===== config.mk =====
export PLATFORM = sky130hd
export DESIGN_NAME = sprite_attr_tables
export DESIGN_NICKNAME = d
export VERILOG_FILES = /design/src/sprite_pkg.sv /design/src/sprite_attr_tables.sv
export SDC_FILE = /design/constraint.sdc
export NUM_CORES = 2
export LEC_CHECK = 0
export BUFFER_PORTS_ARGS = -buffer_cell sky130_fd_sc_hd__buf_2
export CORE_AREA = 2 2 548 550
export DETAILED_ROUTE_END_ITERATION = 16
export DIE_AREA = 0 0 550 552
export SLEW_MARGIN = 30
export SYNTH_ARGS = -nofsm -noshare
export SYNTH_HDL_FRONTEND = slang
export SYNTH_SLANG_ARGS = --single-unit

===== constraint.sdc =====
create_clock -name clk -period 6.54 [get_ports clk]
set_clock_uncertainty 0.15 [all_clocks]
set_input_delay 0.327 -clock clk [delete_from_list [all_inputs] [get_ports clk]]
set_output_delay 0.327 -clock clk [all_outputs]
set_load 0.05 [all_outputs]

===== src/sprite_pkg.sv =====
// ==============================
// shared widths and word layouts for the sprite engine
// imported by every sprite module and the hit list interface
// ==============================
`default_nettype none

package sprite_pkg;

    localparam int VRAM_AW = 14;
    localparam int X_W     = 10;
    localparam int Y_W     = 9;

    // one enable bit per attribute table in meta_block_select
    localparam int BLOCK_X = 0;
    localparam int BLOCK_Y = 1;
    localparam int BLOCK_G = 2;

    typedef struct packed {
        logic [3:0]     spare;
        logic           wide;
        logic           tall;
        logic           flip_y;
        logic [Y_W-1:0] sprite_y;
    } y_attr_t;

    typedef struct packed {
        logic [4:0]     spare;
        logic           flip_x;
        logic [X_W-1:0] sprite_x;
    } x_attr_t;

    typedef struct packed {
        logic [3:0] palette;
        logic [1:0] prio;
        logic [9:0] character;
    } g_attr_t;

    // host word, read back through whichever layout the table owns
    typedef union packed {
        y_attr_t y;
        x_attr_t x;
        g_attr_t g;
    } attr_word_t;

    typedef struct packed {
        logic       terminator;
        logic [1:0] spare;
        logic       wide;
        logic [3:0] row;
        logic [7:0] id;
    } hit_entry_t;

    typedef struct packed {
        logic [1:0] spare;
        logic [1:0] prio;
        logic [7:0] index;
    } line_pixel_t;

endpackage

`default_nettype wire


===== src/sprite_attr_tables.sv =====
// ==============================
// Y, X and graphics attribute RAMs
// host writes by block select, scanner and renderer read with one cycle latency
// ==============================
`default_nettype none

module sprite_attr_tables #(
    parameter int SPRITE_COUNT = 64
) (
    input  logic                   clk,
    input  logic [7:0]             meta_address,
    input  sprite_pkg::attr_word_t meta_write_data,
    input  logic [2:0]             meta_block_select,
    input  logic                   meta_we,
    input  logic [7:0]             y_rd_addr,
    input  logic [7:0]             xg_rd_addr,
    output sprite_pkg::attr_word_t y_rd_data,
    output sprite_pkg::attr_word_t x_rd_data,
    output sprite_pkg::attr_word_t g_rd_data
);
    import sprite_pkg::*;

    localparam int AW = $clog2(SPRITE_COUNT);

    attr_word_t table_ram [3][SPRITE_COUNT];
    logic       addr_ok;

    // writes past the table depth are dropped
    assign addr_ok = int'(meta_address) < SPRITE_COUNT;

    always_ff @(posedge clk) begin
        for (int b = 0; b < 3; b++) begin
            if (meta_we && meta_block_select[b] && addr_ok) begin
                table_ram[b][meta_address[AW-1:0]] <= meta_write_data;
            end
        end
        y_rd_data <= table_ram[BLOCK_Y][y_rd_addr[AW-1:0]];
        // X and G are always fetched together for one sprite
        x_rd_data <= table_ram[BLOCK_X][xg_rd_addr[AW-1:0]];
        g_rd_data <= table_ram[BLOCK_G][xg_rd_addr[AW-1:0]];
    end

endmodule

`default_nettype wire


==> metrics.yaml <==
fin_crit_ps: 3430
crit_top_cell: "buf_4"
cts_buffer_depth: 4
die_y_um: 552
routedWlPerCell_um: 30.0
h-tree-depth: 5
endpoint_kind: "flip-flop"
seq_area_mm2: 0.0932
synth_top_area_share: 0.778
yosysWarnings: 0
place.gp.congestion: 0.809
grt_pass1_vias: 56500
ios: 93
critPathLaunchType: "input port"
ys_ff_latch: 3120
syn2layout_area_growth_pct: 13.9
drtAntennaViolNets: 0
arrival_ps: 4030
cts_setup_buffers: 0
leakagePower_nw: 41.7
drive_gt1_frac: 0.283
async_flop_share: 0
cts_tree: "done"
setup_viol: 0
clock_sinks: 3120
fin_crit_sh: 0.524
slew-limit-headroom: 0.295
rsz0062_at_grt: "false"
tns_ps: 0
synth_cells: 5171
antenna_found_initial: 21
fmax_mhz: 292
final-max-slew-violation-count: 0
drt_iter0_markers: 6806
syn_area_mm2: 0.119
cpPeakStageDelay_ps: 790
clk_latency_ps: 860
crit_required_ps: 7150
vias_per_cell: 5.70
tightest_slew_ps: 1060
status: "finished clean"
cp_max_fo: 24
place_hpwl_um: 167000
yosysTopAreaCell: "edfxtp_1"
grt_max_degree: 118
synthTopCellsByCount: "edfxtp_1 (3072), mux4_2 (763), nor2_1 (226)"
cap_violations: 0
grt_usage: 0.191
io_buffers: 88
ir_drop_uv: 254
drt-pass1-iter-count: 6
ctsResizeCount: 0
cts_buffers: 313
ys_seq_area_frac: 0.786
die_w_um: 550
fin_util: 0.453
initial_core_util: 0.397
worstHoldPathType: "in2reg"
core-area_mm2: 0.298
nFillCells: 24900
syn_area_per_cell_um2: 22.9
synth_edf_count: 3072
cts_hold_buf: 22
via_count: 55600
die-area_mm2: 0.304
synth_flop_cell: "edfxtp_1"
clk_pin_slew_worst_paths_ps: 60
wl_um: 293000
root_buffer: "clkbuf_16"
yosys.cell_count.top_type: "edfxtp_1"
slowest_stage: "and2_2"
synth_cell_type_count: 52
multi_input_area_mm2: 0.0240
path_cells: "dlygate4sd3_1 -> buf_4 -> buf_4 -> and2_2 -> buf_4 -> a22o_1 -> a221oi_1 -> a221oi_1"
grt_remaining_overflow: 0
fin_nets: 5590
yosys-top-cells-area: "edfxtp_1 (78%), mux4_2 (14%), mux2i_1 (0.94%), dfxtp_1 (0.81%), nor2_1 (0.72%)"
synth_nets: 5216
row_count: 201
pwr_density_cell_mw_per_mm2: 307
drcViolationCount: 0
crit_type: "in2reg"
finalHoldViolCount: 0
grt_pass1_wl_um: 417000
worst paths after layout:
kind | slack [ps] | from | depth (start not counted) | end
worst max-delay path | 3110 | xg_rd_addr[3] | 8 | g_rd_data[14]
worst min-delay path | 120 | xg_rd_addr[5] | 4 | x_rd_data[14]
worst max register to register | 4020 | table_ram[0][1829] | 5 | y_rd_data[5]
worst min register to register | 710 | table_ram[0][256] | 3 | x_rd_data[0]
metal layers:
layer,global-route usage,wire (µm)
met3,0.0295,20200
met5,0,0
met2,0.310,144000
met4,0.0654,10100
met1,0.262,119000
kinds of logic after synthesis:
| kind of cell | Yosys count | synth area share |
|---|---|---|
| buffers and inverters | 297 | 0.0145 |
| flip-flops | 3120 | 0.786 |
| AND/OR/NAND/NOR | 416 | 0.0159 |
| AO/OA/AOI/OAI | 443 | 0.0268 |
| multiplexers | 895 | 0.156 |
critical path: cells and delay by family:
| kind | cells | cell delay [ps] |
|---|---|---|
| AOI/OAI and AO/OA | 3 | 840 |
| buffers and inverters | 4 | 2010 |
| and+or+nand+nor | 1 | 790 |
flip-flops by register name (all words and copies together), names as in the netlist:
| name | cells |
|---|---|
| g_rd_data | 16 |
| table_ram | 3072 |
| x_rd_data | 16 |
| y_rd_data | 16 |
area by class of cell:
type | instances | share of cell area
antenna | 15 | 0.000278
clock buffer | 379 | 0.0612
clock inverter | 167 | 0.0109
inverter | 1 | 0.0000278
multi-input combinational | 1754 | 0.178
sequential | 3120 | 0.690
tap | 3958 | 0.0367
timing repair buffer | 355 | 0.0223
through the flow:
step	setup slack [ps]	cell area, µm²	hold WS (ps)	total power [W]	cells
detailed placement	2490	125000	569	0.0246	9157
floorplan	3810	119000	276	0.0236	5171
CTS	3190	135000	42.5	0.0417	9725
finish	3110	135000	115	0.0414	9749
global placement	2490	124000	557	0.0245	9157
global route	3110	135000	77.9	0.0426	9745
power by group:
part           switching (W)  internal, W  total [W]
combinational        0.00140     0.000685    0.00209
clock                0.00750      0.00977     0.0173
sequential         0.0000466       0.0220     0.0221
placed cells by master, fill, tap and decap left out, drive strengths merged, types with 15 or more instances in the layout:
cell type	instances
o22ai	63
mux4	764
clkbuf	380
o221ai	37
nor2b	33
nor2	228
bufinv	19
a211oi	17
nand2	57
dlygate4sd3	22
diode	15
o21ai	30
a22o	46
edfxtp	3072
a21oi	95
nor3	18
a221oi	69
clkinvlp	15
clkinv	123
mux2	20
dfxtp	48
or3	15
mux2i	111
a22oi	53
nand2b	19
buf	332
Power figures use the tool's default switching activity.
