--- config.mk ---
export PLATFORM = sky130hd
export DESIGN_NAME = sprite_hit_list_flat
export DESIGN_NICKNAME = d
export VERILOG_FILES = /design/src/sprite_pkg.sv /design/src/sprite_hit_list_if.sv /design/src/sprite_hit_list.sv /design/src/flat_wrapper.sv
export SDC_FILE = /design/constraint.sdc
export NUM_CORES = 1
export LEC_CHECK = 0
export BUFFER_PORTS_ARGS = -buffer_cell sky130_fd_sc_hd__buf_2
export CAP_MARGIN = 15
export CORE_ASPECT_RATIO = 1.1
export CORE_UTILIZATION = 35
export CTS_BUF_LIST = sky130_fd_sc_hd__clkbuf_8
export DETAILED_ROUTE_END_ITERATION = 7
export SLEW_MARGIN = 20
export SYNTH_ARGS = -nofsm -noshare
export SYNTH_HDL_FRONTEND = slang
export SYNTH_SLANG_ARGS = --single-unit
--- constraint.sdc ---
create_clock -name clk -period 2.3 [get_ports clk]
set_input_delay 0.345 -clock clk [delete_from_list [all_inputs] [get_ports clk]]
set_output_delay 0.345 -clock clk [all_outputs]
set_load 0.01 [all_outputs]
--- src/sprite_pkg.sv ---
// ==============================
// shared widths and word layouts for the sprite engine
// imported by every sprite module and the hit list interface
// ==============================
`default_nettype none

package sprite_pkg;

    localparam int VRAM_AW = 14;
    localparam int X_W     = 10;
    localparam int Y_W     = 9;

    // one enable bit per attribute table in meta_block_select
    localparam int BLOCK_X = 0;
    localparam int BLOCK_Y = 1;
    localparam int BLOCK_G = 2;

    typedef struct packed {
        logic [3:0]     spare;
        logic           wide;
        logic           tall;
        logic           flip_y;
        logic [Y_W-1:0] sprite_y;
    } y_attr_t;

    typedef struct packed {
        logic [4:0]     spare;
        logic           flip_x;
        logic [X_W-1:0] sprite_x;
    } x_attr_t;

    typedef struct packed {
        logic [3:0] palette;
        logic [1:0] prio;
        logic [9:0] character;
    } g_attr_t;

    // host word, read back through whichever layout the table owns
    typedef union packed {
        y_attr_t y;
        x_attr_t x;
        g_attr_t g;
    } attr_word_t;

    typedef struct packed {
        logic       terminator;
        logic [1:0] spare;
        logic       wide;
        logic [3:0] row;
        logic [7:0] id;
    } hit_entry_t;

    typedef struct packed {
        logic [1:0] spare;
        logic [1:0] prio;
        logic [7:0] index;
    } line_pixel_t;

endpackage

`default_nettype wire

--- src/sprite_hit_list_if.sv ---
// ==============================
// hit list port bundle
// scanner writes, renderer reads, store owns the RAM
// ==============================
`default_nettype none

interface sprite_hit_list_if #(
    parameter int MAX_LINE_SPRITES = 16
);
    import sprite_pkg::*;

    localparam int AW = $clog2(MAX_LINE_SPRITES);

    logic          wr_en;
    logic [AW-1:0] wr_addr;
    hit_entry_t    wr_data;
    logic [AW-1:0] rd_addr;
    hit_entry_t    rd_data;

    modport writer (output wr_en, wr_addr, wr_data);
    modport reader (output rd_addr, input rd_data);
    modport store  (input wr_en, wr_addr, wr_data, rd_addr, output rd_data);

endinterface

`default_nettype wire

--- src/sprite_hit_list.sv ---
// ==============================
// double-banked hit list, bank picked by line parity
// read data is registered
// ==============================
`default_nettype none

module sprite_hit_list #(
    parameter int MAX_LINE_SPRITES = 16
) (
    input  logic             clk,
    input  logic             parity,
    sprite_hit_list_if.store hl
);
    import sprite_pkg::*;

    // scanner fills bank parity, renderer drains the other one
    hit_entry_t bank [2][MAX_LINE_SPRITES];

    always_ff @(posedge clk) begin
        if (hl.wr_en) begin
            bank[parity][hl.wr_addr] <= hl.wr_data;
        end
        hl.rd_data <= bank[!parity][hl.rd_addr];
    end

endmodule

`default_nettype wire

--- src/flat_wrapper.sv ---
// flat-port wrapper written by rule: the top's interface ports become plain ports
module sprite_hit_list_flat import sprite_pkg::*;
#(
    parameter int MAX_LINE_SPRITES = 16
)
  (clk, parity, hl_wr_en, hl_wr_addr, hl_wr_data, hl_rd_addr, hl_rd_data);
  sprite_hit_list_if #(.MAX_LINE_SPRITES(MAX_LINE_SPRITES)) hl_i ();
  input  logic clk;
  input  logic parity;
  input wire logic [$bits(hl_i.wr_en)-1:0] hl_wr_en;
  input wire logic [$bits(hl_i.wr_addr)-1:0] hl_wr_addr;
  input wire logic [$bits(hl_i.wr_data)-1:0] hl_wr_data;
  input wire logic [$bits(hl_i.rd_addr)-1:0] hl_rd_addr;
  output wire logic [$bits(hl_i.rd_data)-1:0] hl_rd_data;
  assign hl_i.wr_en = hl_wr_en;
  assign hl_i.wr_addr = hl_wr_addr;
  assign hl_i.wr_data = hl_wr_data;
  assign hl_i.rd_addr = hl_rd_addr;
  assign hl_rd_data = hl_i.rd_data;
  sprite_hit_list #(.MAX_LINE_SPRITES(MAX_LINE_SPRITES)) u_core (.clk(clk), .parity(parity), .hl(hl_i));
endmodule
==> impl_metrics.csv <==
group,metric,value,unit
logic_synthesis,synth_top_cell_area_share,0.749,
sta,slew_headroom,0.453,
detailed_routing,postRouteAntennaNets,0,
detailed_routing,post_drt_via_cell_ratio,5.12,
sta,hold_viol,0,
hold_path,min_from,"hl_rd_addr[3]",
grt,grt_overflow,0,
critical_path,endpoint_kind,"flop",
critical_path,path_class,"reg -> reg",
floorplan,dieArea,59600,sq um
grt,grt_pass1_vias,10900,
detailed_routing,drt-total-wl,50.3,mm
logic_synthesis,syn_avg_cell_area,17.9,sq um
sta,finalSetupTns,0,ps
pwr,power_density,814,nW/um^2
floorplan,ioPinCount,43,
sta,finalCritPeriodShare,0.719,
critical_path,cp_max_fo,1,
sta,worstMarginPinSlew,820,ps
logic_synthesis,synth_top_cell_by_area,"edfxtp_1",
placement,gp_congestion,0.805,
cts,path_clk_slew,60,ps
sta,finalSetupViolCount,0,
floorplan,initial_utilization,0.356,
cts,cts_tree,"done",
floorplan,dieHeight,256,um
layout,syn_to_final_growth,14.9,%
sta,setup_slack,646,ps
cts,clockBufferDepth,3,
pwr,vdd_drop_max,0.528,mV
detailed_routing,vias,10800,
logic_synthesis,ys_top_cells_by_area,"edfxtp_1 (75%), mux2i_1 (12%), a22oi_1 (2.3%)",
sta,max_freq,604,MHz
cts,cts_sinks,528,
detailed_routing,wl_per_cell,23.8,um
logic_synthesis,yosysSeqAreaShare,0.765,
sta,rsz0062_at_grt,"false",
hold_path,hp-class,"in -> reg",
floorplan,die_x,233,um
logic_synthesis,yosysUniqueCellTypes,27,
layout,n_fill_cell,5150,
critical_path,r2r_start,"u_core.bank[0][196]",
detailed_routing,drcViolationCount,0,
logic_synthesis,yosys_warnings,0,
layout,drive_gt1_frac,0.176,
placement,place_ws,53.3,ps
placement,hpwl,29.5,mm
grt,grtUsageTotal,0.170,
grt,grt_max_degree,56,
cts,postCtsSetupRepairBufs,0,
critical_path,r2r_setup_slack,650,ps
critical_path,cp-start-kind,"flop",
logic_synthesis,ys_ff_latch,528,
detailed_routing,drt-initial-drc-count,853,
critical_path,arrival,2150,ps
layout,fin_nets,1315,
cts,cts-hold-fix-buffers,0,
detailed_routing,first_pass_iters,6,
layout,fin_area,23600,sq um
logic_synthesis,syn-cell-area,20500,sq um
cts,clock_latency,650,ps
run,max_cap_violations,0,
floorplan,rows,92,
run_status,status,"finished clean",
critical_path,critPathRequiredTime,2790,ps
cts,htreeDepth,3,
sta,slew_violations,0,
cts,cts_resized,0,
logic_synthesis,syn_inst,1144,
floorplan,coreArea,57700,sq um
placement,place.port_buffers,42,
cts,cts_made_buffers,86,
pwr,p_leak,0.00837,uW
grt,antenna_found_initial,3,
sta,period_needed,1650,ps
cts,root_buffer,"clkbuf_8",
logic_synthesis,synth_fp_nets,1171,
placement,placed_area,22000,sq um
grt,grt_pass1_wl,72.9,mm
sta,finalClockSkew,22.5,ps
critical_path,crit_path_start,"u_core.bank[0][196]",
pwr,total_power,19200,uW
==> through the flow <==
step                      hold slack (ps)   util  instances
after CTS                             115  0.409       2107
after floorplan                       444      -       1144
after detailed placement              586  0.382       1952
after global routing                  136  0.409       2107
final                                 173  0.409       2108
after global placement                599  0.382       1952
==> placed cells by master (no fill, tap or decap), drive strengths merged, types with 5 or more instances in the layout <==
| cell | count |
|---|---|
| edfxtp | 512 |
| mux2i | 256 |
| buf | 124 |
| clkbuf | 90 |
| a22oi | 64 |
| inv | 35 |
| nand3 | 34 |
| nor2 | 34 |
| nand2 | 33 |
| a21oi | 32 |
| a22o | 32 |
| clkinv | 28 |
| nor3 | 16 |
| a31oi | 16 |
| nand4 | 16 |
| dfxtp | 16 |
| nand3b | 5 |
==> per-layer routing <==
| metal | share of wire | vias up | track usage |
|---|---|---|---|
| li1 | - | 4868 | - |
| met5 | 0.00050 | - | 0 |
| met4 | 0.030 | 4 | 0.0577 |
| met2 | 0.48 | 381 | 0.272 |
| met3 | 0.071 | 106 | 0.0457 |
| met1 | 0.42 | 5441 | 0.222 |
==> flip-flops by register name, indices dropped and copies added, names as in the netlist <==
register and flops:
u_core.bank 512, u_core.hl.rd_data 16
==> cell type report <==
type / instances / area, sq um / area share
timing repair buffer: 124 / 1070 / 0.0455
sequential: 528 / 15700 / 0.666
tap: 752 / 941 / 0.0399
antenna: 1 / 2.50 / 0.000106
multi-input combinational: 548 / 4330 / 0.184
clock buffer: 90 / 1240 / 0.0525
clock inverter: 65 / 298 / 0.0126
==> final timing paths <==
path / endpoint / depth (start not counted)
worst min register to register: u_core.hl.rd_data[13] / 4
worst min-delay path: u_core.hl.rd_data[12] / 3
worst max register to register: u_core.hl.rd_data[4] / 5
worst max-delay path: u_core.hl.rd_data[4] / 5
==> where the power goes <==
group	internal [uW]	switching, uW	total (uW)
clock network	3730	3570	7300
logic	387	748	1130
registers	10700	50.7	10800
==> logic make-up (layout without fill, tap and decap cells) <==
family          Yosys count  after routing  synth area share
flops                   528            528             0.765
mux                     256            256             0.125
compound gates          144            144            0.0498
other cells               0              1                 0
simple gates            148            148            0.0351
buf+inv                  68            279            0.0255
==> critical path: stages (launching register included) <==
cell and delay [ps]:
edfxtp_1 360, mux2i_1 140, a22o_1 210, nor3_1 80
a31oi_1 530, nand3_1 170
==> synth_stat cells <==
master,count
or3_1,1
nand2b_1,2
buf_6,11
nor2_1,33
nor2b_1,2
nor2_4,1
and2_4,1
a22oi_1,64
buf_2,20
dfxtp_1,16
or2_1,1
nand3b_1,5
mux2i_1,256
a31oi_1,16
buf_8,5
buf_1,2
nor3_1,16
or3b_2,3
a22o_1,32
buf_4,19
clkbuf_1,9
buf_12,2
nand4_1,16
nand2_1,33
nand3_1,34
edfxtp_1,512
a21oi_1,32
Note: power is estimated with default switching activity, not from simulation.
