**config.mk**
```make
export PLATFORM = sky130hd
export DESIGN_NAME = sprite_raster_collision_flat
export DESIGN_NICKNAME = d
export VERILOG_FILES = /design/src/sprite_pkg.sv /design/src/sprite_hit_list_if.sv /design/src/sprite_raster_collision.sv /design/src/flat_wrapper.sv
export SDC_FILE = /design/constraint.sdc
export NUM_CORES = 1
export LEC_CHECK = 0
export ABC_AREA = 1
export ABC_CLOCK_PERIOD_IN_PS = 1900
export BUFFER_PORTS_ARGS = -buffer_cell sky130_fd_sc_hd__buf_2
export CAP_MARGIN = 20
export CORE_ASPECT_RATIO = 2
export CORE_MARGIN = 3
export CORE_UTILIZATION = 45
export CTS_BUF_LIST = sky130_fd_sc_hd__clkbuf_8
export CTS_CLUSTER_DIAMETER = 50
export DETAILED_ROUTE_END_ITERATION = 8
export PLACE_DENSITY = 0.7
export SYNTH_ARGS = -nofsm -noshare
export SYNTH_HDL_FRONTEND = slang
export SYNTH_SLANG_ARGS = --single-unit
```
**constraint.sdc**
```tcl
create_clock -name clk -period 1.9 [get_ports clk]
set_clock_uncertainty 0.15 [all_clocks]
set_input_delay 0.38 -clock clk [delete_from_list [all_inputs] [get_ports clk]]
set_output_delay 0.38 -clock clk [all_outputs]
set_load 0.01 [all_outputs]
```
**src/sprite_pkg.sv**
```systemverilog
// ==============================
// shared widths and word layouts for the sprite engine
// imported by every sprite module and the hit list interface
// ==============================
`default_nettype none

package sprite_pkg;

    localparam int VRAM_AW = 14;
    localparam int X_W     = 10;
    localparam int Y_W     = 9;

    // one enable bit per attribute table in meta_block_select
    localparam int BLOCK_X = 0;
    localparam int BLOCK_Y = 1;
    localparam int BLOCK_G = 2;

    typedef struct packed {
        logic [3:0]     spare;
        logic           wide;
        logic           tall;
        logic           flip_y;
        logic [Y_W-1:0] sprite_y;
    } y_attr_t;

    typedef struct packed {
        logic [4:0]     spare;
        logic           flip_x;
        logic [X_W-1:0] sprite_x;
    } x_attr_t;

    typedef struct packed {
        logic [3:0] palette;
        logic [1:0] prio;
        logic [9:0] character;
    } g_attr_t;

    // host word, read back through whichever layout the table owns
    typedef union packed {
        y_attr_t y;
        x_attr_t x;
        g_attr_t g;
    } attr_word_t;

    typedef struct packed {
        logic       terminator;
        logic [1:0] spare;
        logic       wide;
        logic [3:0] row;
        logic [7:0] id;
    } hit_entry_t;

    typedef struct packed {
        logic [1:0] spare;
        logic [1:0] prio;
        logic [7:0] index;
    } line_pixel_t;

endpackage

`default_nettype wire

```
**src/sprite_hit_list_if.sv**
```systemverilog
// ==============================
// hit list port bundle
// scanner writes, renderer reads, store owns the RAM
// ==============================
`default_nettype none

interface sprite_hit_list_if #(
    parameter int MAX_LINE_SPRITES = 16
);
    import sprite_pkg::*;

    localparam int AW = $clog2(MAX_LINE_SPRITES);

    logic          wr_en;
    logic [AW-1:0] wr_addr;
    hit_entry_t    wr_data;
    logic [AW-1:0] rd_addr;
    hit_entry_t    rd_data;

    modport writer (output wr_en, wr_addr, wr_data);
    modport reader (output rd_addr, input rd_data);
    modport store  (input wr_en, wr_addr, wr_data, rd_addr, output rd_data);

endinterface

`default_nettype wire

```
**src/sprite_raster_collision.sv**
```systemverilog
// ==============================
// per-line sprite scan against the next raster row
// writes hits in ID order, then a terminator if room is left
// ==============================
`default_nettype none

module sprite_raster_collision #(
    parameter int SPRITE_COUNT     = 64,
    parameter int MAX_LINE_SPRITES = 16
) (
    input  logic                       clk,
    input  logic                       arst_n,
    input  logic                       restart,
    input  logic [sprite_pkg::Y_W-1:0] raster_y,
    output logic [7:0]                 y_rd_addr,
    input  sprite_pkg::attr_word_t     y_rd_data,
    sprite_hit_list_if.writer          hl
);
    import sprite_pkg::*;

    localparam int AW = $clog2(MAX_LINE_SPRITES);

    logic           scanning;
    logic           rd_valid;
    logic           rd_last;
    logic [7:0]     rd_id;
    logic           term_pend;
    logic [AW:0]    hit_count;
    logic [Y_W-1:0] target_y;
    logic [Y_W-1:0] diff;
    logic           full;
    logic           do_hit;
    logic           do_term;
    hit_entry_t     entry;

    // the list built now is drawn during the next line
    assign target_y = raster_y + 1'b1;
    assign diff     = target_y - y_rd_data.y.sprite_y;
    assign full     = int'(hit_count) == MAX_LINE_SPRITES;

    // modulo 512 distance below the sprite height of 8 or 16
    assign do_hit  = rd_valid && !full && diff[Y_W-1:4] == '0 &&
                     (y_rd_data.y.tall || !diff[3]);
    assign do_term = term_pend && !full;

    always_comb begin
        entry      = '0;
        entry.id   = rd_id;
        entry.wide = y_rd_data.y.wide;
        // flip mirrors within 8 or 16 rows
        entry.row  = diff[3:0] ^ ({y_rd_data.y.tall, 3'b111} & {4{y_rd_data.y.flip_y}});
        if (term_pend) begin
            entry            = '0;
            entry.terminator = 1'b1;
        end
    end

    always_ff @(posedge clk or negedge arst_n) begin
        if (!arst_n) begin
            scanning  <= 1'b0;
            y_rd_addr <= '0;
            rd_valid  <= 1'b0;
            rd_last   <= 1'b0;
            term_pend <= 1'b0;
            hit_count <= '0;
            hl.wr_en  <= 1'b0;
        end else if (restart) begin
            scanning  <= 1'b1;
            y_rd_addr <= '0;
            rd_valid  <= 1'b0;
            rd_last   <= 1'b0;
            term_pend <= 1'b0;
            hit_count <= '0;
            hl.wr_en  <= 1'b0;
        end else begin
            // table data lags the address by one cycle
            rd_valid  <= scanning;
            rd_last   <= scanning && int'(y_rd_addr) == SPRITE_COUNT - 1;
            term_pend <= rd_valid && rd_last;
            hl.wr_en  <= do_hit || do_term;
            if (do_hit) begin
                hit_count <= hit_count + 1'b1;
            end
            if (scanning) begin
                if (int'(y_rd_addr) == SPRITE_COUNT - 1) begin
                    scanning <= 1'b0;
                end else begin
                    y_rd_addr <= y_rd_addr + 1'b1;
                end
            end
        end
    end

    always_ff @(posedge clk) begin
        rd_id      <= y_rd_addr;
        hl.wr_addr <= hit_count[AW-1:0];
        hl.wr_data <= entry;
    end

endmodule

`default_nettype wire

```
**src/flat_wrapper.sv**
```systemverilog
// flat-port wrapper written by rule: the top's interface ports become plain ports
module sprite_raster_collision_flat import sprite_pkg::*;
#(
    parameter int SPRITE_COUNT     = 64,
    parameter int MAX_LINE_SPRITES = 16
)
  (clk, arst_n, restart, raster_y, y_rd_addr, y_rd_data, hl_wr_en, hl_wr_addr, hl_wr_data);
  sprite_hit_list_if #(.MAX_LINE_SPRITES(MAX_LINE_SPRITES)) hl_i ();
  input  logic clk;
  input  logic arst_n;
  input  logic restart;
  input  logic [sprite_pkg::Y_W-1:0] raster_y;
  output logic [7:0] y_rd_addr;
  input  sprite_pkg::attr_word_t y_rd_data;
  output wire logic [$bits(hl_i.wr_en)-1:0] hl_wr_en;
  output wire logic [$bits(hl_i.wr_addr)-1:0] hl_wr_addr;
  output wire logic [$bits(hl_i.wr_data)-1:0] hl_wr_data;
  assign hl_wr_en = hl_i.wr_en;
  assign hl_wr_addr = hl_i.wr_addr;
  assign hl_wr_data = hl_i.wr_data;
  sprite_raster_collision #(.SPRITE_COUNT(SPRITE_COUNT), .MAX_LINE_SPRITES(MAX_LINE_SPRITES)) u_core (.clk(clk), .arst_n(arst_n), .restart(restart), .raster_y(raster_y), .y_rd_addr(y_rd_addr), .y_rd_data(y_rd_data), .hl(hl_i));
endmodule
```
==> results of run 1 <==
==> area by class of cell <==
| type | instances | area share |
|---|---|---|
| well taps | 55 | 0.0252 |
| multi-input cells | 161 | 0.380 |
| clock buffers | 5 | 0.0252 |
| inverters | 51 | 0.0748 |
| clock inverters | 3 | 0.00918 |
| repair buffers | 62 | 0.129 |
| flip-flops and latches | 44 | 0.356 |
==> kinds of logic after synthesis <==
logic type | Yosys count | share of synthesized area
compound gates | 16 | 0.0459
xor+xnor | 6 | 0.0244
fa+ha+maj | 19 | 0.114
buf+inv | 55 | 0.0998
flops | 44 | 0.450
other cells | 1 | 0.00174
simple gates | 118 | 0.264
==> where the power goes <==
part | leakage (nW) | switching, mW | total, mW | internal, mW
Combinational | 0.997 | 0.244 | 0.432 | 0.188
Sequential | 0.454 | 0.0129 | 0.978 | 0.965
Clock | 0.0452 | 0.352 | 0.621 | 0.268
Total | 1.50 | 0.610 | 2.03 | 1.42
==> metrics by stage <==
step / hold WS (ps) / util / worst slack [ps] / setup TNS [ps]
2_1_floorplan: -65.6 / - / -322 / -1870
3_3_place_gp: 185 / 0.563 / -581 / -3640
3_5_place_dp: 186 / 0.563 / -616 / -3880
4_1_cts: 116 / 0.589 / -157 / -904
5_1_grt: 116 / 0.593 / -316 / -1840
6_report: 124 / 0.593 / -174 / -993
==> synth_stat cells (all sizes together) (2+ instances only) <==
| cell type | count |
|---|---|
| o21ai | 5 |
| xnor2 | 4 |
| dfrtp | 18 |
| nand4 | 7 |
| nor3 | 4 |
| nand3 | 23 |
| ha | 18 |
| buf | 3 |
| xor2 | 2 |
| nand2 | 56 |
| nor2 | 26 |
| inv | 51 |
| dfxtp | 26 |
| a21oi | 9 |
==> state kept, by name, indices dropped and copies added, names as in the netlist, 4 cells and up <==
signal,flops
u_core.hl.wr_data,14
u_core.rd_id,8
u_core.y_rd_addr,8
u_core.hit_count,5
u_core.hl.wr_addr,4
==> worst max-delay path: cells and delay by family <==
family                     cells  cell delay, ps
adders and majority gates      3             750
buffers and inverters          3             150
and+or+nand+nor               10             840
==> path summary, 6_finish.rpt <==
path	startpoint	endpoint	slack (ps)	cells after the start
min in group asynchronous	arst_n	u_core.hit_count[2]	390	2
max in group asynchronous	arst_n	u_core.y_rd_addr[0]	920	2
hold / removal	y_rd_data[11]	u_core.hl.wr_data[12]	120	3
setup reg to reg	u_core.y_rd_addr[1]	u_core.y_rd_addr[4]	190	11
hold reg to reg	u_core.rd_id[7]	u_core.hl.wr_data[7]	250	2
setup / recovery	raster_y[1]	u_core.hit_count[0]	-170	16
==> per-layer routing <==
metal,vias up,GRT usage
met1,818,0.185
met2,34,0.336
met3,5,0.0301
met4,0,0.0678
met5,-,0
li1,934,-
==> timing repair <==
action,4_1_cts,5_1_grt
resized for setup,3,1
buffers inserted,1,2
hold endpoints to repair,18,0
endpoints found under the setup margin,6,8
hold buffers,1,0
pin swaps,7,0
==> flow_metrics.tcl, run 1 <==
set metrics [dict create \
    cts_tree "yes" \
    drtIter0Drc 23 \
    viasPerCell 4.70 \
    final_common_cell "buf_2" \
    fin_area_mm2 0.00273 \
    coreArea_mm2 0.00460 \
    dpl-instance-area_mm2 0.00259 \
    powerDensity_mw_per_mm2 745 \
    fp-row-count 35 \
    cpMaxStageDelayCell "fa_2" \
    cp_data_required_time_ps 1940 \
    violations "negative setup slack" \
    vias 1791 \
    grt_max_degree 19 \
    place.port_buffers 50 \
    drcViolationCount 0 \
    syn_avg_cell_area_um2 8.32 \
    max_stage_delay_ps 350 \
    cp-end-kind "flop" \
    max_cap_violations 0 \
    clk_pin_slew_ps 90 \
    mostFrequentLayoutCells "buf_2, inv_1, nand2_1" \
    cts_buffers 5 \
    grt_pass1_wl_mm 7.66 \
    synthTopCellsByArea "dfxtp_1, dfrtp_1, ha_1" \
    synthArstFlopShare 0.409 \
    leakage_nw 1.50 \
    dp.cells 369 \
    final-seq-area_um2 971 \
    ir_worst_vdd_v 0.000580 \
    cp_cell_sequence "buf_8 > inv_12 > ha_4 > inv_2 > ha_4 > fa_2 > nand2_2 > nand2_2 > nand3b_1 > nand2_1 > nand2_1 > nand2_2 > nor2_4 > nand2_4 > nand3_2 > nand2_1" \
    routabilityCongestion 0.767 \
    total_power_mw 2.03 \
    path_class "in -> reg" \
    cts_max_path_buffers 2 \
    htree_num_levels 2 \
    yosysWarnings 0 \
    ys_types 31 \
    min_path_type "in -> reg" \
    netlist.area_leader.share 0.241 \
    die_w_um 54.9 \
    route.final.wire_length_mm 4.38 \
    hpwl_mm 3.52 \
    dr.pass1.iters 4 \
    slew_violations 0 \
    wl_per_cell_um 11.5 \
    antenna_cells 0 \
    clk_latency_ps 300 \
    boundaryPins 57 \
    timing.final.crit_share 1.09 \
    setup_viol 6 \
    gr-total-overflow 0 \
    rsz0062_at_grt "yes" \
    hold_viol 0 \
    worst_setup_path_start_kind "primary input" \
    route.met2.wl_mm 2.55 \
    layout.nets 372 \
    synth_ff_type "dfxtp_1" \
    timing.final.ws_setup_ps -174 \
    topRoutingLayerUsed "met4" \
    die_y_um 104 \
    antenna_found_initial 0 \
    cts_root_buf "clkbuf_8" \
    synth_cells 259 \
    grt_pass1_vias 1804 \
    drive_above_1_share 0.310 \
    multi_input_area_mm2 0.00104 \
    fp.dieArea_mm2 0.00571 \
    ant_nets 0 \
    start_util 0.469 \
    nFillCells 446 \
    wl_met3_um 190 \
    path_max_fanout 6 \
    period_needed_ps 2070 \
    status "finished with violations" \
    synth_area_leader_cell "dfxtp_1" \
    finalNonFillerCells 381 \
    grt_use_total 0.181 \
    yosysSeqAreaShare 0.450 \
    cts_sinks 44 \
    synth-edff-count 0 \
    drt-met1-wl_mm 1.55 \
    synthToLayoutAreaGrowth_pct 26.5 \
    ys_ff_latch 44 \
    netlist_area_mm2 0.00216 \
    cp.arrival_ps 2120 \
    fmax_mhz 482 \
]
(Power assumes the default switching activity.)
==> run 2: changes to the inputs <==
--- a/config.mk
+++ b/config.mk
@@ -9,13 +9,15 @@
 export ABC_CLOCK_PERIOD_IN_PS = 1900
 export BUFFER_PORTS_ARGS = -buffer_cell sky130_fd_sc_hd__buf_2
 export CAP_MARGIN = 20
+export CELL_PAD_IN_SITES_DETAIL_PLACEMENT = 0
+export CELL_PAD_IN_SITES_GLOBAL_PLACEMENT = 1
 export CORE_ASPECT_RATIO = 2
 export CORE_MARGIN = 3
-export CORE_UTILIZATION = 45
+export CORE_UTILIZATION = 40
 export CTS_BUF_LIST = sky130_fd_sc_hd__clkbuf_8
 export CTS_CLUSTER_DIAMETER = 50
 export DETAILED_ROUTE_END_ITERATION = 8
-export PLACE_DENSITY = 0.7
+export PLACE_DENSITY_LB_ADDON = 0.1
 export SYNTH_ARGS = -nofsm -noshare
 export SYNTH_HDL_FRONTEND = slang
 export SYNTH_SLANG_ARGS = --single-unit
==> flow_metrics.tcl, run 2 (same netlist as run 1, synthesis figures left out) <==
set metrics [dict create \
    status "finished with violations" \
    violations "negative setup slack" \
    drcViolationCount 0 \
    largest_reg_flops 14 \
    synthToLayoutAreaGrowth_pct 27.9 \
    routabilityCongestion 0.759 \
    path_class "in -> reg" \
    grt_pass1_wl_mm 7.74 \
    hold_viol 0 \
    clk_latency_ps 300 \
    grt_use_total 0.164 \
    antenna_cells 0 \
    dp.cells 373 \
    max_cap_violations 0 \
    worst_setup_path_start_kind "primary input" \
    clk_pin_slew_ps 70 \
    utilization 0.532 \
    drtIter0Drc 34 \
    timing.final.crit_share 1.09 \
    mostFrequentLayoutCells "inv_1, buf_2, nand2_1" \
    antenna_found_initial 0 \
    start_util 0.416 \
    cp_data_required_time_ps 1940 \
    dr.pass1.iters 4 \
    period_needed_ps 2070 \
    fmax_mhz 484 \
    setup_viol 6 \
    die_w_um 57.9 \
    slew_violations 0 \
    fp.dieArea_mm2 0.00636 \
    rsz0062_at_grt "yes" \
    gr-total-overflow 0 \
    place.port_buffers 50 \
    ant_nets 0 \
    powerDensity_mw_per_mm2 719 \
    hpwl_mm 3.83 \
    multi_input_area_mm2 0.00105 \
    nFillCells 526 \
    final-seq-area_um2 971 \
    grt_pass1_vias 1791 \
    cts_root_buf "clkbuf_8" \
    coreArea_mm2 0.00518 \
    viasPerCell 4.57 \
    largest_register "u_core.hl.wr_data" \
    cts_sinks 44 \
    cts_max_path_buffers 2 \
    min_path_type "in -> reg" \
    vias 1765 \
    finalNonFillerCells 386 \
    grt_max_degree 19 \
    ir_worst_vdd_v 0.000599 \
    boundaryPins 57 \
    drive_above_1_share 0.317 \
    fin_setup_tns_ps -966 \
    wl_per_cell_um 12.0 \
    cts_tree "yes" \
    largestRegisters "u_core.hl.wr_data (14), u_core.rd_id (8), u_core.y_rd_addr (8)" \
    die_y_um 110 \
    cts_buffers 5 \
    htree_num_levels 2 \
    cp.arrival_ps 2100 \
    layout.nets 374 \
    leakage_nw 1.51 \
    cp-end-kind "flop" \
    timing.final.ws_setup_ps -168 \
    route.final.wire_length_mm 4.61 \
    path_max_fanout 6 \
    fp-row-count 37 \
    total_power_mw 1.98 \
]
## run 2: critical path, cell delays in order
cell      delay, ps
buf_8            90
inv_12           30
ha_4            240
inv_2            30
ha_4            150
fa_2            340
nand2_2          80
nand2_2          60
nand3b_1        110
nand2_1          60
nand2_1          70
nand2_2          60
nor2_4          170
nand2_4         120
nand3_2          70
nand2_1          40
## run 2: final cells by class
cell class / instances / share of cell area
clock inverter: 3 / 0.00545
clock buffer: 5 / 0.0250
inverter: 51 / 0.0740
sequential: 44 / 0.352
multi-input combinational: 161 / 0.381
tap: 58 / 0.0263
timing repair buffer: 64 / 0.136
## run 2: stage by stage
stage	hold WS (ps)	instance area, µm²	setup slack [ps]
after floorplan	-65.6	2230	-322
after global placement	189	2600	-594
after detailed placement	189	2600	-630
after CTS	114	2740	-171
after global routing	135	2760	-327
final	131	2760	-168
## run 2: power by group
group	leakage, nW	switching, mW	internal (mW)
Combinational	1.01	0.248	0.198
Clock	0.0496	0.304	0.252
Sequential	0.454	0.0125	0.965
Total	1.51	0.565	1.42
## run 2: path summary, 6_finish.rpt
kind,start,endpoint,slack (ps),cells past startpoint
max,raster_y[1],u_core.hit_count[0],-170,16
min,y_rd_data[11],u_core.hl.wr_data[12],130,3
max reg2reg,u_core.y_rd_addr[1],u_core.y_rd_addr[4],170,11
min reg2reg,u_core.rd_id[2],u_core.hl.wr_data[2],250,2
max in group asynchronous,arst_n,u_core.y_rd_addr[0],920,2
min in group asynchronous,arst_n,u_core.hit_count[3],380,2
## run 2: timing repair
item	CTS	global route
hold buffers	1	0
cloned	0	0
buffers inserted	2	2
resized for setup	5	2
endpoints found under the hold margin	18	0
setup endpoints to repair	6	8
pin swaps	5	3
## run 2: routing by layer
metal / vias to the layer above / global-route usage / routed length [µm]
met5: - / 0 / 0
li1: 938 / - / -
met1: 794 / 0.134 / 1490
met4: 0 / 0.0746 / 96
met2: 28 / 0.347 / 2860
met3: 5 / 0.0282 / 169
