$ cat config.mk
export PLATFORM = sky130hd
export DESIGN_NAME = sprite_render_flat
export DESIGN_NICKNAME = d
export VERILOG_FILES = /design/src/sprite_pkg.sv /design/src/sprite_hit_list_if.sv /design/src/sprite_render.sv /design/src/flat_wrapper.sv
export SDC_FILE = /design/constraint.sdc
export NUM_CORES = 1
export LEC_CHECK = 0
export ABC_AREA = 1
export BUFFER_PORTS_ARGS = -buffer_cell sky130_fd_sc_hd__buf_2
export CAP_MARGIN = 20
export CORE_MARGIN = 2
export CORE_UTILIZATION = 45
export DETAILED_ROUTE_END_ITERATION = 10
export PLACE_DENSITY = 0.84
export SYNTH_ARGS = -nofsm -noshare
export SYNTH_HDL_FRONTEND = slang
export SYNTH_SLANG_ARGS = --single-unit
export TNS_END_PERCENT = 30
$ cat constraint.sdc
create_clock -name clk -period 2.1 [get_ports clk]
set_clock_uncertainty 0.2 [all_clocks]
set_input_delay 0.42 -clock clk [delete_from_list [all_inputs] [get_ports clk]]
set_output_delay 0.42 -clock clk [all_outputs]
set_load 0.005 [all_outputs]
$ cat src/sprite_pkg.sv
// ==============================
// shared widths and word layouts for the sprite engine
// imported by every sprite module and the hit list interface
// ==============================
`default_nettype none

package sprite_pkg;

    localparam int VRAM_AW = 14;
    localparam int X_W     = 10;
    localparam int Y_W     = 9;

    // one enable bit per attribute table in meta_block_select
    localparam int BLOCK_X = 0;
    localparam int BLOCK_Y = 1;
    localparam int BLOCK_G = 2;

    typedef struct packed {
        logic [3:0]     spare;
        logic           wide;
        logic           tall;
        logic           flip_y;
        logic [Y_W-1:0] sprite_y;
    } y_attr_t;

    typedef struct packed {
        logic [4:0]     spare;
        logic           flip_x;
        logic [X_W-1:0] sprite_x;
    } x_attr_t;

    typedef struct packed {
        logic [3:0] palette;
        logic [1:0] prio;
        logic [9:0] character;
    } g_attr_t;

    // host word, read back through whichever layout the table owns
    typedef union packed {
        y_attr_t y;
        x_attr_t x;
        g_attr_t g;
    } attr_word_t;

    typedef struct packed {
        logic       terminator;
        logic [1:0] spare;
        logic       wide;
        logic [3:0] row;
        logic [7:0] id;
    } hit_entry_t;

    typedef struct packed {
        logic [1:0] spare;
        logic [1:0] prio;
        logic [7:0] index;
    } line_pixel_t;

endpackage

`default_nettype wire

$ cat src/sprite_hit_list_if.sv
// ==============================
// hit list port bundle
// scanner writes, renderer reads, store owns the RAM
// ==============================
`default_nettype none

interface sprite_hit_list_if #(
    parameter int MAX_LINE_SPRITES = 16
);
    import sprite_pkg::*;

    localparam int AW = $clog2(MAX_LINE_SPRITES);

    logic          wr_en;
    logic [AW-1:0] wr_addr;
    hit_entry_t    wr_data;
    logic [AW-1:0] rd_addr;
    hit_entry_t    rd_data;

    modport writer (output wr_en, wr_addr, wr_data);
    modport reader (output rd_addr, input rd_data);
    modport store  (input wr_en, wr_addr, wr_data, rd_addr, output rd_data);

endinterface

`default_nettype wire

$ cat src/sprite_render.sv
// ==============================
// hit list walker and pixel blitter
// fetches 4bpp rows from VRAM and writes opaque pixels to the line buffer
// ==============================
`default_nettype none

module sprite_render #(
    parameter int MAX_LINE_SPRITES = 16
) (
    input  logic                           clk,
    input  logic                           arst_n,
    input  logic                           restart,
    input  logic [sprite_pkg::VRAM_AW-1:0] vram_base_address,
    output logic [sprite_pkg::VRAM_AW-1:0] vram_read_address,
    output logic                           vram_read_en,
    input  logic [31:0]                    vram_read_data,
    input  logic                           vram_data_valid,
    output logic [7:0]                     xg_rd_addr,
    input  sprite_pkg::attr_word_t         x_rd_data,
    input  sprite_pkg::attr_word_t         g_rd_data,
    sprite_hit_list_if.reader              hl,
    output logic                           line_wr_en,
    output logic [sprite_pkg::X_W-1:0]     line_wr_addr,
    output sprite_pkg::line_pixel_t        line_wr_data
);
    import sprite_pkg::*;

    localparam logic [2:0] S_IDLE  = 3'd0;
    localparam logic [2:0] S_LIST  = 3'd1;
    localparam logic [2:0] S_ENTRY = 3'd2;
    localparam logic [2:0] S_ATTR  = 3'd3;
    localparam logic [2:0] S_FETCH = 3'd4;
    localparam logic [2:0] S_WAIT  = 3'd5;
    localparam logic [2:0] S_DRAW  = 3'd6;

    logic [2:0]     state;
    logic           half;
    logic [2:0]     col;
    logic [3:0]     row;
    logic           wide;
    logic [X_W-1:0] spr_x;
    logic           flip_x;
    logic [8:0]     char_base;
    logic [3:0]     palette;
    logic [1:0]     prio;
    logic [31:0]    word;
    logic [3:0]     column;
    logic           last_entry;

    // attribute address comes straight off the registered hit list output
    assign xg_rd_addr = hl.rd_data.id;
    // flip reverses across the whole 8 or 16 pixel sprite
    assign column     = {half, col} ^ ({wide, 3'b111} & {4{flip_x}});
    assign last_entry = int'(hl.rd_addr) == MAX_LINE_SPRITES - 1;

    always_ff @(posedge clk or negedge arst_n) begin
        if (!arst_n) begin
            state        <= S_IDLE;
            hl.rd_addr   <= '0;
            half         <= 1'b0;
            col          <= '0;
            vram_read_en <= 1'b0;
            line_wr_en   <= 1'b0;
        end else begin
            vram_read_en <= 1'b0;
            line_wr_en   <= 1'b0;
            if (restart) begin
                state      <= S_LIST;
                hl.rd_addr <= '0;
            end else begin
                case (state)
                    S_LIST: begin
                        state <= S_ENTRY;
                    end
                    S_ENTRY: begin
                        state <= hl.rd_data.terminator ? S_IDLE : S_ATTR;
                    end
                    S_ATTR: begin
                        half  <= 1'b0;
                        state <= S_FETCH;
                    end
                    S_FETCH: begin
                        vram_read_en <= 1'b1;
                        state        <= S_WAIT;
                    end
                    S_WAIT: begin
                        if (vram_data_valid) begin
                            col   <= '0;
                            state <= S_DRAW;
                        end
                    end
                    S_DRAW: begin
                        // nibble 0 is transparent
                        line_wr_en <= word[3:0] != 4'd0;
                        col        <= col + 1'b1;
                        if (col == 3'd7) begin
                            if (wide && !half) begin
                                half  <= 1'b1;
                                state <= S_FETCH;
                            end else if (last_entry) begin
                                state <= S_IDLE;
                            end else begin
                                hl.rd_addr <= hl.rd_addr + 1'b1;
                                state      <= S_LIST;
                            end
                        end
                    end
                    default: begin
                        state <= S_IDLE;
                    end
                endcase
            end
        end
    end

    always_ff @(posedge clk) begin
        case (state)
            S_ENTRY: begin
                row  <= hl.rd_data.row;
                wide <= hl.rd_data.wide;
            end
            S_ATTR: begin
                spr_x     <= x_rd_data.x.sprite_x;
                flip_x    <= x_rd_data.x.flip_x;
                // character bit 9 falls outside the 14 bit VRAM space
                char_base <= g_rd_data.g.character[8:0];
                palette   <= g_rd_data.g.palette;
                prio      <= g_rd_data.g.prio;
            end
            S_FETCH: begin
                // 32 words per character, 2 words per row
                vram_read_address <= vram_base_address + {char_base, 5'd0} +
                                     {9'd0, row, half};
            end
            S_WAIT: begin
                word <= vram_read_data;
            end
            S_DRAW: begin
                // pixel k is nibble k, lowest nibble leftmost
                word               <= word >> 4;
                line_wr_addr       <= spr_x + X_W'(column);
                line_wr_data.spare <= '0;
                line_wr_data.prio  <= prio;
                line_wr_data.index <= {palette, word[3:0]};
            end
            default: begin
            end
        endcase
    end

endmodule

`default_nettype wire

$ cat src/flat_wrapper.sv
// flat-port wrapper written by rule: the top's interface ports become plain ports
module sprite_render_flat import sprite_pkg::*;
#(
    parameter int MAX_LINE_SPRITES = 16
)
  (clk, arst_n, restart, vram_base_address, vram_read_address, vram_read_en, vram_read_data, vram_data_valid, xg_rd_addr, x_rd_data, g_rd_data, line_wr_en, line_wr_addr, line_wr_data, hl_rd_addr, hl_rd_data);
  sprite_hit_list_if #(.MAX_LINE_SPRITES(MAX_LINE_SPRITES)) hl_i ();
  input  logic clk;
  input  logic arst_n;
  input  logic restart;
  input  logic [sprite_pkg::VRAM_AW-1:0] vram_base_address;
  output logic [sprite_pkg::VRAM_AW-1:0] vram_read_address;
  output logic vram_read_en;
  input  logic [31:0] vram_read_data;
  input  logic vram_data_valid;
  output logic [7:0] xg_rd_addr;
  input  sprite_pkg::attr_word_t x_rd_data;
  input  sprite_pkg::attr_word_t g_rd_data;
  output logic line_wr_en;
  output logic [sprite_pkg::X_W-1:0] line_wr_addr;
  output sprite_pkg::line_pixel_t line_wr_data;
  output wire logic [$bits(hl_i.rd_addr)-1:0] hl_rd_addr;
  input wire logic [$bits(hl_i.rd_data)-1:0] hl_rd_data;
  assign hl_rd_addr = hl_i.rd_addr;
  assign hl_i.rd_data = hl_rd_data;
  sprite_render #(.MAX_LINE_SPRITES(MAX_LINE_SPRITES)) u_core (.clk(clk), .arst_n(arst_n), .restart(restart), .vram_base_address(vram_base_address), .vram_read_address(vram_read_address), .vram_read_en(vram_read_en), .vram_read_data(vram_read_data), .vram_data_valid(vram_data_valid), .xg_rd_addr(xg_rd_addr), .x_rd_data(x_rd_data), .g_rd_data(g_rd_data), .hl(hl_i), .line_wr_en(line_wr_en), .line_wr_addr(line_wr_addr), .line_wr_data(line_wr_data));
endmodule
==> metrics.cfg, run 1 <==
[pwr]
p_leak_nw = 3.00
p_total_w = 0.00498
clockPowerShare_pct = 33.8
combPwrFrac_pct = 14.3
p_sw_w = 0.00121
swShare_pct = 24.3
pwr-share-seq_pct = 51.9
ir_drop_uv = 824
power.density_nw_per_um2 = 769
p_int_w = 0.00377

[grt]
grt-ovfl-total = 0
grt_pass1_wl_mm = 17.0
grt_pass1_vias = 3767
antenna_found_initial = 0
grt_max_degree = 41
grt_util_all_layers_pct = 17.3

[die]
dieArea_um2 = 12500
core_area_um2 = 11400
fp.dieW_um = 112
die_y_um = 112
rows = 39
initial_core_util_pct = 45.9
pin_count = 148

[worst_setup_path]
worst_path_largest_cell_delay_ps = 480
critPathSlowestCell = edfxtp_1
cp_max_fo = 4
cp-end-kind = flip-flop
crit_type = flip-flop to flip-flop
cp.arrival_ps = 2110
path_cells = xor2_2 -> ha_2 -> inv_2 -> fa_2 -> o21ai_2 -> nand3_1 -> xor2_1
reg2reg_slack_ps = -110
required_ps = 2000
start_kind = flip-flop

[synthesis]
synth_cell_types = 32
synth.top_cells.by_count = nand2_1 (185), edfxtp_1 (97), inv_1 (57)
ys_async_sr_fraction_pct = 11.8
synth-edff-count = 97
yosys-top-cells-area = edfxtp_1 (56%), nand2_1 (13%), dfrtp_1 (6.2%)
synth_largest_area_cell = edfxtp_1
avgSynthCellArea_um2 = 10.3
synth_top_area_share_pct = 55.8
yosysMostFrequentCell = nand2_1
syn_inst = 505
ys_seq_area_share_pct = 62.0
synth_ff_type = edfxtp_1
ys_ff_latch = 110
yosysWarnings = 0
synth_area_um2 = 5220

[routing]
route.top_layer_used = met4
antenna_left = 0
drc = 0
wl_met1_mm = 4.16
dr_total_vias = 3811
wl_met2_mm = 5.54
route.met3.wl_um = 714
drt_pass1_iterations = 5
viasPerCell = 4.85
wirelength_mm = 10.6
drt-initial-drc-count = 242
wl_per_cell_um = 13.5

[sta]
setup-violations-final = 3
slew_violations = 0
hold_violations = 0
worst_slack_ps = -111
period_minus_slack_ps = 2210
rsz0062_at_grt = yes
worst-slew-pin-transition_ps = 526
max-slew-margin-rel_pct = 64.8
period_share_pct = 105
max_freq_mhz = 452

[clocking]
h-tree-depth = 3
clk_root_buffer_cell = clkbuf_16
numCtsBuffers = 9
cts_tree = yes
insertion_delay_ps = 350
cts_buffer_depth = 2
numClockSinks = 110
clkSlewWorstSetupHoldPaths_ps = 70

[finish]
nFillCells = 956
n_antenna_cell = 0
areaGrowthSynthToFinish_pct = 24.0
final_core_util_pct = 57.0
layout.nets = 759
drive_above_1_share_pct = 29.0

[run_status]
violations = setup timing
outcome = finished, violations left

[placement]
port-buffer-count = 121
dpl.hpwl_mm = 8.06
gp_congestion = 0.796

[flow_run]
max-cap-violations = 0

[hold_path]
hold_class = input port to flip-flop

## flip-flops by register name (all words and copies together) (netlist names)
register and count:
u_core.char_base 9, u_core.col 3, u_core.flip_x 1, u_core.half 1, u_core.hl.rd_addr 4, u_core.line_wr_addr 10
u_core.line_wr_data 10, u_core.line_wr_en 1, u_core.palette 4, u_core.prio 2, u_core.row 4, u_core.spr_x 10
u_core.state 3, u_core.vram_read_address 14, u_core.vram_read_en 1, u_core.wide 1, u_core.word 32
## cell usage in the layout (no fill, tap or decap), types with 4 or more instances in the layout
cell type,synthesis,routed
xor2_1,10,8
nand4_1,7,7
inv_2,2,4
a21oi_1,9,7
clkbuf_16,0,9
nor2_1,23,22
dfrtp_1,13,12
ha_4,0,4
nor2_2,4,4
edfxtp_1,97,97
nand2_1,185,182
nand3_1,27,26
buf_4,11,14
inv_1,57,55
ha_1,21,15
nand2_2,1,4
xnor2_1,7,6
buf_2,5,121
o21ai_1,4,4
## power by group through the flow
stage	Clock [W]	Sequential [W]	Combinational [W]
2_1_floorplan	0	0.00262	0.000416
3_3_place_gp	0	0.00262	0.000628
3_5_place_dp	0	0.00263	0.000667
4_1_cts	0.00173	0.00259	0.000684
5_1_grt	0.00182	0.00260	0.000803
6_report	0.00168	0.00259	0.000710
## layer usage
layer / track usage (%) / vias to the layer above
li1: - / 1900
met1: 19.0 / 1763
met3: 5.77 / 16
met2: 31.6 / 132
met4: 5.51 / 0
met5: 0 / -
## stage by stage
stage / worst slack (ps) / instance area, um2 / hold WS [ps] / std cells / setup TNS (ps)
final: -111 / 6480 / 44.5 / 785 / -251
after global routing: -187 / 6480 / 23.6 / 785 / -774
after CTS: -116 / 6380 / 29.2 / 784 / -326
after detailed placement: -137 / 6040 / 126 / 768 / -416
after global placement: -49.5 / 6040 / 118 / 768 / -85.8
after floorplan: 23.0 / 5240 / -75.6 / 506 / 0
## path summary, 6_finish.rpt
kind | end | cells after the start | start
max | u_core.line_wr_addr[8] | 7 | u_core.flip_x
min reg2reg | u_core.line_wr_data[5] | 0 | u_core.palette[1]
min in group asynchronous | u_core.hl.rd_addr[2] | 2 | arst_n
max in group asynchronous | u_core.half | 2 | arst_n
max reg2reg | u_core.line_wr_addr[8] | 7 | u_core.flip_x
min | u_core.row[1] | 1 | hl_rd_data[9]
## area by class of cell
cell class / count / area, um2 / share of cell area [%]
flip-flops and latches: 110 / 3240 / 50.0
multi-input cells: 320 / 1780 / 27.5
repair buffers: 138 / 761 / 11.7
clock buffers: 9 / 225 / 3.48
inverters: 59 / 221 / 3.42
well taps: 143 / 179 / 2.76
clock inverters: 6 / 70.1 / 1.08
## worst max-delay path: cells and delay by family (launching register included)
family / cells / cell delay, ps
buffers and inverters: 1 / 40
adders and majority gates: 2 / 560
xor gates and xnor gates: 2 / 370
DFF: 1 / 480
and+or+nand+nor: 1 / 120
AOI/OAI and AO/OA: 1 / 200
## repair_timing
action,CTS,global route
hold buffers,1,0
setup endpoints to repair,6,10
setup buffers,0,1
gates resized for setup,7,17
endpoints found under the hold margin,13,0
pin swaps,0,4
## kinds of logic (layout without fill, tap and decap cells)
logic type      count (synthesis)  in the layout  synth area share [%]
compound gates                 21             21                  2.25
xor+xnor                       17             17                  2.85
fa+ha+maj                      23             23                  5.80
buf+inv                        76            212                  6.52
flops                         110            110                  62.0
other cells                     1              2                0.0718
simple gates                  257            257                  20.5
(Power assumes the default switching activity.)
==> inputs of run 2 (changes only) <==
--- a/config.mk
+++ b/config.mk
@@ -9,9 +9,9 @@
 export BUFFER_PORTS_ARGS = -buffer_cell sky130_fd_sc_hd__buf_2
 export CAP_MARGIN = 20
 export CORE_MARGIN = 2
-export CORE_UTILIZATION = 45
+export CORE_UTILIZATION = 47
 export DETAILED_ROUTE_END_ITERATION = 10
-export PLACE_DENSITY = 0.84
+export PLACE_DENSITY = 0.87
 export SYNTH_ARGS = -nofsm -noshare
 export SYNTH_HDL_FRONTEND = slang
 export SYNTH_SLANG_ARGS = --single-unit
==> metrics.cfg, run 2 (same netlist as run 1, synthesis figures left out) <==
[run_status]
outcome = finished, violations left  ; unchanged
violations = setup timing  ; unchanged

[routing]
drc = 0  ; unchanged
wirelength_mm = 11.3  ; was 10.6 mm
viasPerCell = 4.91  ; was 4.85
antenna_left = 0  ; unchanged
drt-initial-drc-count = 211  ; was 242
drt_pass1_iterations = 5  ; unchanged
wl_per_cell_um = 13.9  ; was 13.5 um
dr_total_vias = 3979  ; was 3,811

[worst_setup_path]
cp_common_cell = nand2_1
required_ps = 2050  ; was 2000 ps
worst_path_largest_cell_delay_ps = 490  ; was 480 ps
critPathSlowestCell = edfxtp_1  ; unchanged
cp-end-kind = flip-flop  ; unchanged
path_cells = xor2_2 -> ha_2 -> inv_2 -> fa_2 -> o21ai_4 -> nand2_1 -> o21ai_1 -> nand2_1  ; was xor2_2 -> ha_2 -> inv_2 -> fa_2 -> o21ai_2 -> nand3_1 -> xor2_1
start_kind = flip-flop  ; unchanged
cp.arrival_ps = 2110  ; about the same
crit_type = flip-flop to flip-flop  ; unchanged
cp_max_fo = 4  ; unchanged

[clocking]
numClockSinks = 110  ; unchanged
insertion_delay_ps = 380  ; was 350 ps
clk_root_buffer_cell = clkbuf_8  ; was clkbuf_16
numCtsBuffers = 9  ; unchanged
h-tree-depth = 3  ; unchanged
cts_tree = yes  ; unchanged
clkSlewWorstSetupHoldPaths_ps = 100  ; was 70 ps
cts_buffer_depth = 2  ; unchanged

[grt]
grt_util_all_layers_pct = 18.6  ; was 17.3%
grt-ovfl-total = 0  ; unchanged
antenna_found_initial = 0  ; unchanged
grt_pass1_wl_mm = 16.9  ; was 17.0 mm
grt_pass1_vias = 3889  ; was 3,767
grt_max_degree = 49  ; was 41

[finish]
layout.nets = 787  ; was 759
drive_above_1_share_pct = 27.4  ; was 29.0%
final_common_cell = nand2_1  ; unchanged
areaGrowthSynthToFinish_pct = 26.9  ; was 24.0%
largest_reg_flops = 32  ; unchanged
top_regs = u_core.word (32), u_core.vram_read_address (14)  ; unchanged
mostFrequentLayoutCells = nand2_1 (183), buf_2 (121), edfxtp_1 (97)  ; was nand2_1 (182), buf_2 (121), edfxtp_1 (97)
stdcell_count = 811  ; was 785
top_register = u_core.word  ; unchanged
n_antenna_cell = 0  ; unchanged

[die]
pin_count = 148  ; unchanged
rows = 38  ; was 39
core_area_um2 = 10800  ; was 11,400 um2
fp.dieW_um = 109  ; was 112 um
dieArea_um2 = 12000  ; was 12,500 um2
die_y_um = 109  ; was 112 um
initial_core_util_pct = 48.2  ; was 45.9%

[placement]
port-buffer-count = 121  ; unchanged
dp.cells = 763  ; was 768
gp_congestion = 0.911  ; was 0.796
dpl.hpwl_mm = 7.82  ; was 8.06 mm

[sta]
max_freq_mhz = 462  ; was 452 MHz
period_share_pct = 103  ; was 105%
hold_slack_ps = 35.9  ; was 44.5 ps
slew_violations = 0  ; unchanged
hold_violations = 0  ; unchanged
setup-violations-final = 5  ; was 3
period_minus_slack_ps = 2160  ; was 2210 ps
rsz0062_at_grt = yes  ; unchanged
worst_slack_ps = -63.8  ; was -111 ps

[pwr]
pwr-share-seq_pct = 57.1  ; was 51.9%
combPwrFrac_pct = 17.0  ; was 14.3%
power.density_nw_per_um2 = 683  ; was 769 nW/um2
p_int_w = 0.00332  ; was 0.00377 W
ir_drop_uv = 488  ; was 824 uV
p_sw_w = 0.00120  ; was 0.00121 W
clockPowerShare_pct = 25.9  ; was 33.8%
p_leak_nw = 3.06  ; was 3.00 nW
swShare_pct = 26.6  ; was 24.3%

[flow_run]
max-cap-violations = 0  ; unchanged

[hold_path]
hold_class = input port to flip-flop  ; unchanged

[run 2: cell count changes in the layout (fill, tap and decap cells not counted), sizes merged]
cell / delta
buf: -2
clkbuf: +2
bufinv: -1
dlygate4sd3: +30
clkinvlp: +1
clkinv: -1
[run 2: critical path, delay by kind of cell (launching register included)]
kind / cells / cell delay [ps]
adder cells (fa/ha/maj): 2 / 560
flip-flops: 1 / 490
AO/OA/AOI/OAI: 2 / 300
XOR/XNOR: 1 / 180
AND/OR/NAND/NOR: 2 / 150
buffers and inverters: 1 / 40
[run 2: final cells by class]
class                           instances  area (um2)
Sequential cell                       110        3240
Inverter                               59         221
Clock inverter                          5        41.3
Clock buffer                           11         131
Fill cell                             851        4210
Tap cell                              140         175
Timing Repair Buffer                  166        1050
Multi-Input combinational cell        320        1770
[run 2: through the flow]
stage | power [W] | area, um2 | util, % | setup slack [ps] | setup TNS [ps]
after CTS | 0.00449 | 6510 | 60.0 | -112 | -327
after floorplan | 0.00304 | 5240 | - | 23.0 | 0
after global routing | 0.00474 | 6630 | 61.1 | -148 | -795
final | 0.00453 | 6630 | 61.1 | -63.8 | -148
after global placement | 0.00324 | 6030 | 55.6 | -55.8 | -91.1
after detailed placement | 0.00329 | 6030 | 55.6 | -105 | -586
[run 2: power groups by stage]
stage,registers [W],logic (W),clock network (W)
final,0.00258,0.000768,0.00117
after global routing,0.00260,0.000853,0.00129
after CTS,0.00258,0.000712,0.00120
after detailed placement,0.00263,0.000659,0
after global placement,0.00262,0.000620,0
after floorplan,0.00262,0.000416,0
[run 2: repair_timing]
action / in CTS / in global routing
resized for setup: 6 / 20
setup buffers: 1 / 0
gates cloned: 0 / 0
pin swaps: 4 / 12
hold endpoints to repair: 40 / 3
hold buffers: 28 / 3
endpoints found under the setup margin: 7 / 10
[run 2: final timing paths]
path	from	to	slack [ps]	cells past startpoint
worst max-delay path	u_core.flip_x	u_core.line_wr_addr[6]	-60	8
worst max register to register	u_core.flip_x	u_core.line_wr_addr[6]	-60	8
worst min-delay path	g_rd_data[6]	u_core.char_base[6]	40	1
worst min register to register	u_core.palette[2]	u_core.line_wr_data[6]	230	0
max in group asynchronous	arst_n	u_core.line_wr_en	1240	2
min in group asynchronous	arst_n	u_core.vram_read_en	240	2
[run 2: per-layer routing]
metal | vias up | wire, um | GRT usage [%]
li1 | 1961 | - | -
met1 | 1806 | 4300 | 20.1
met2 | 175 | 5800 | 33.6
met3 | 37 | 779 | 5.57
met4 | 0 | 391 | 8.23
met5 | - | 0 | 0
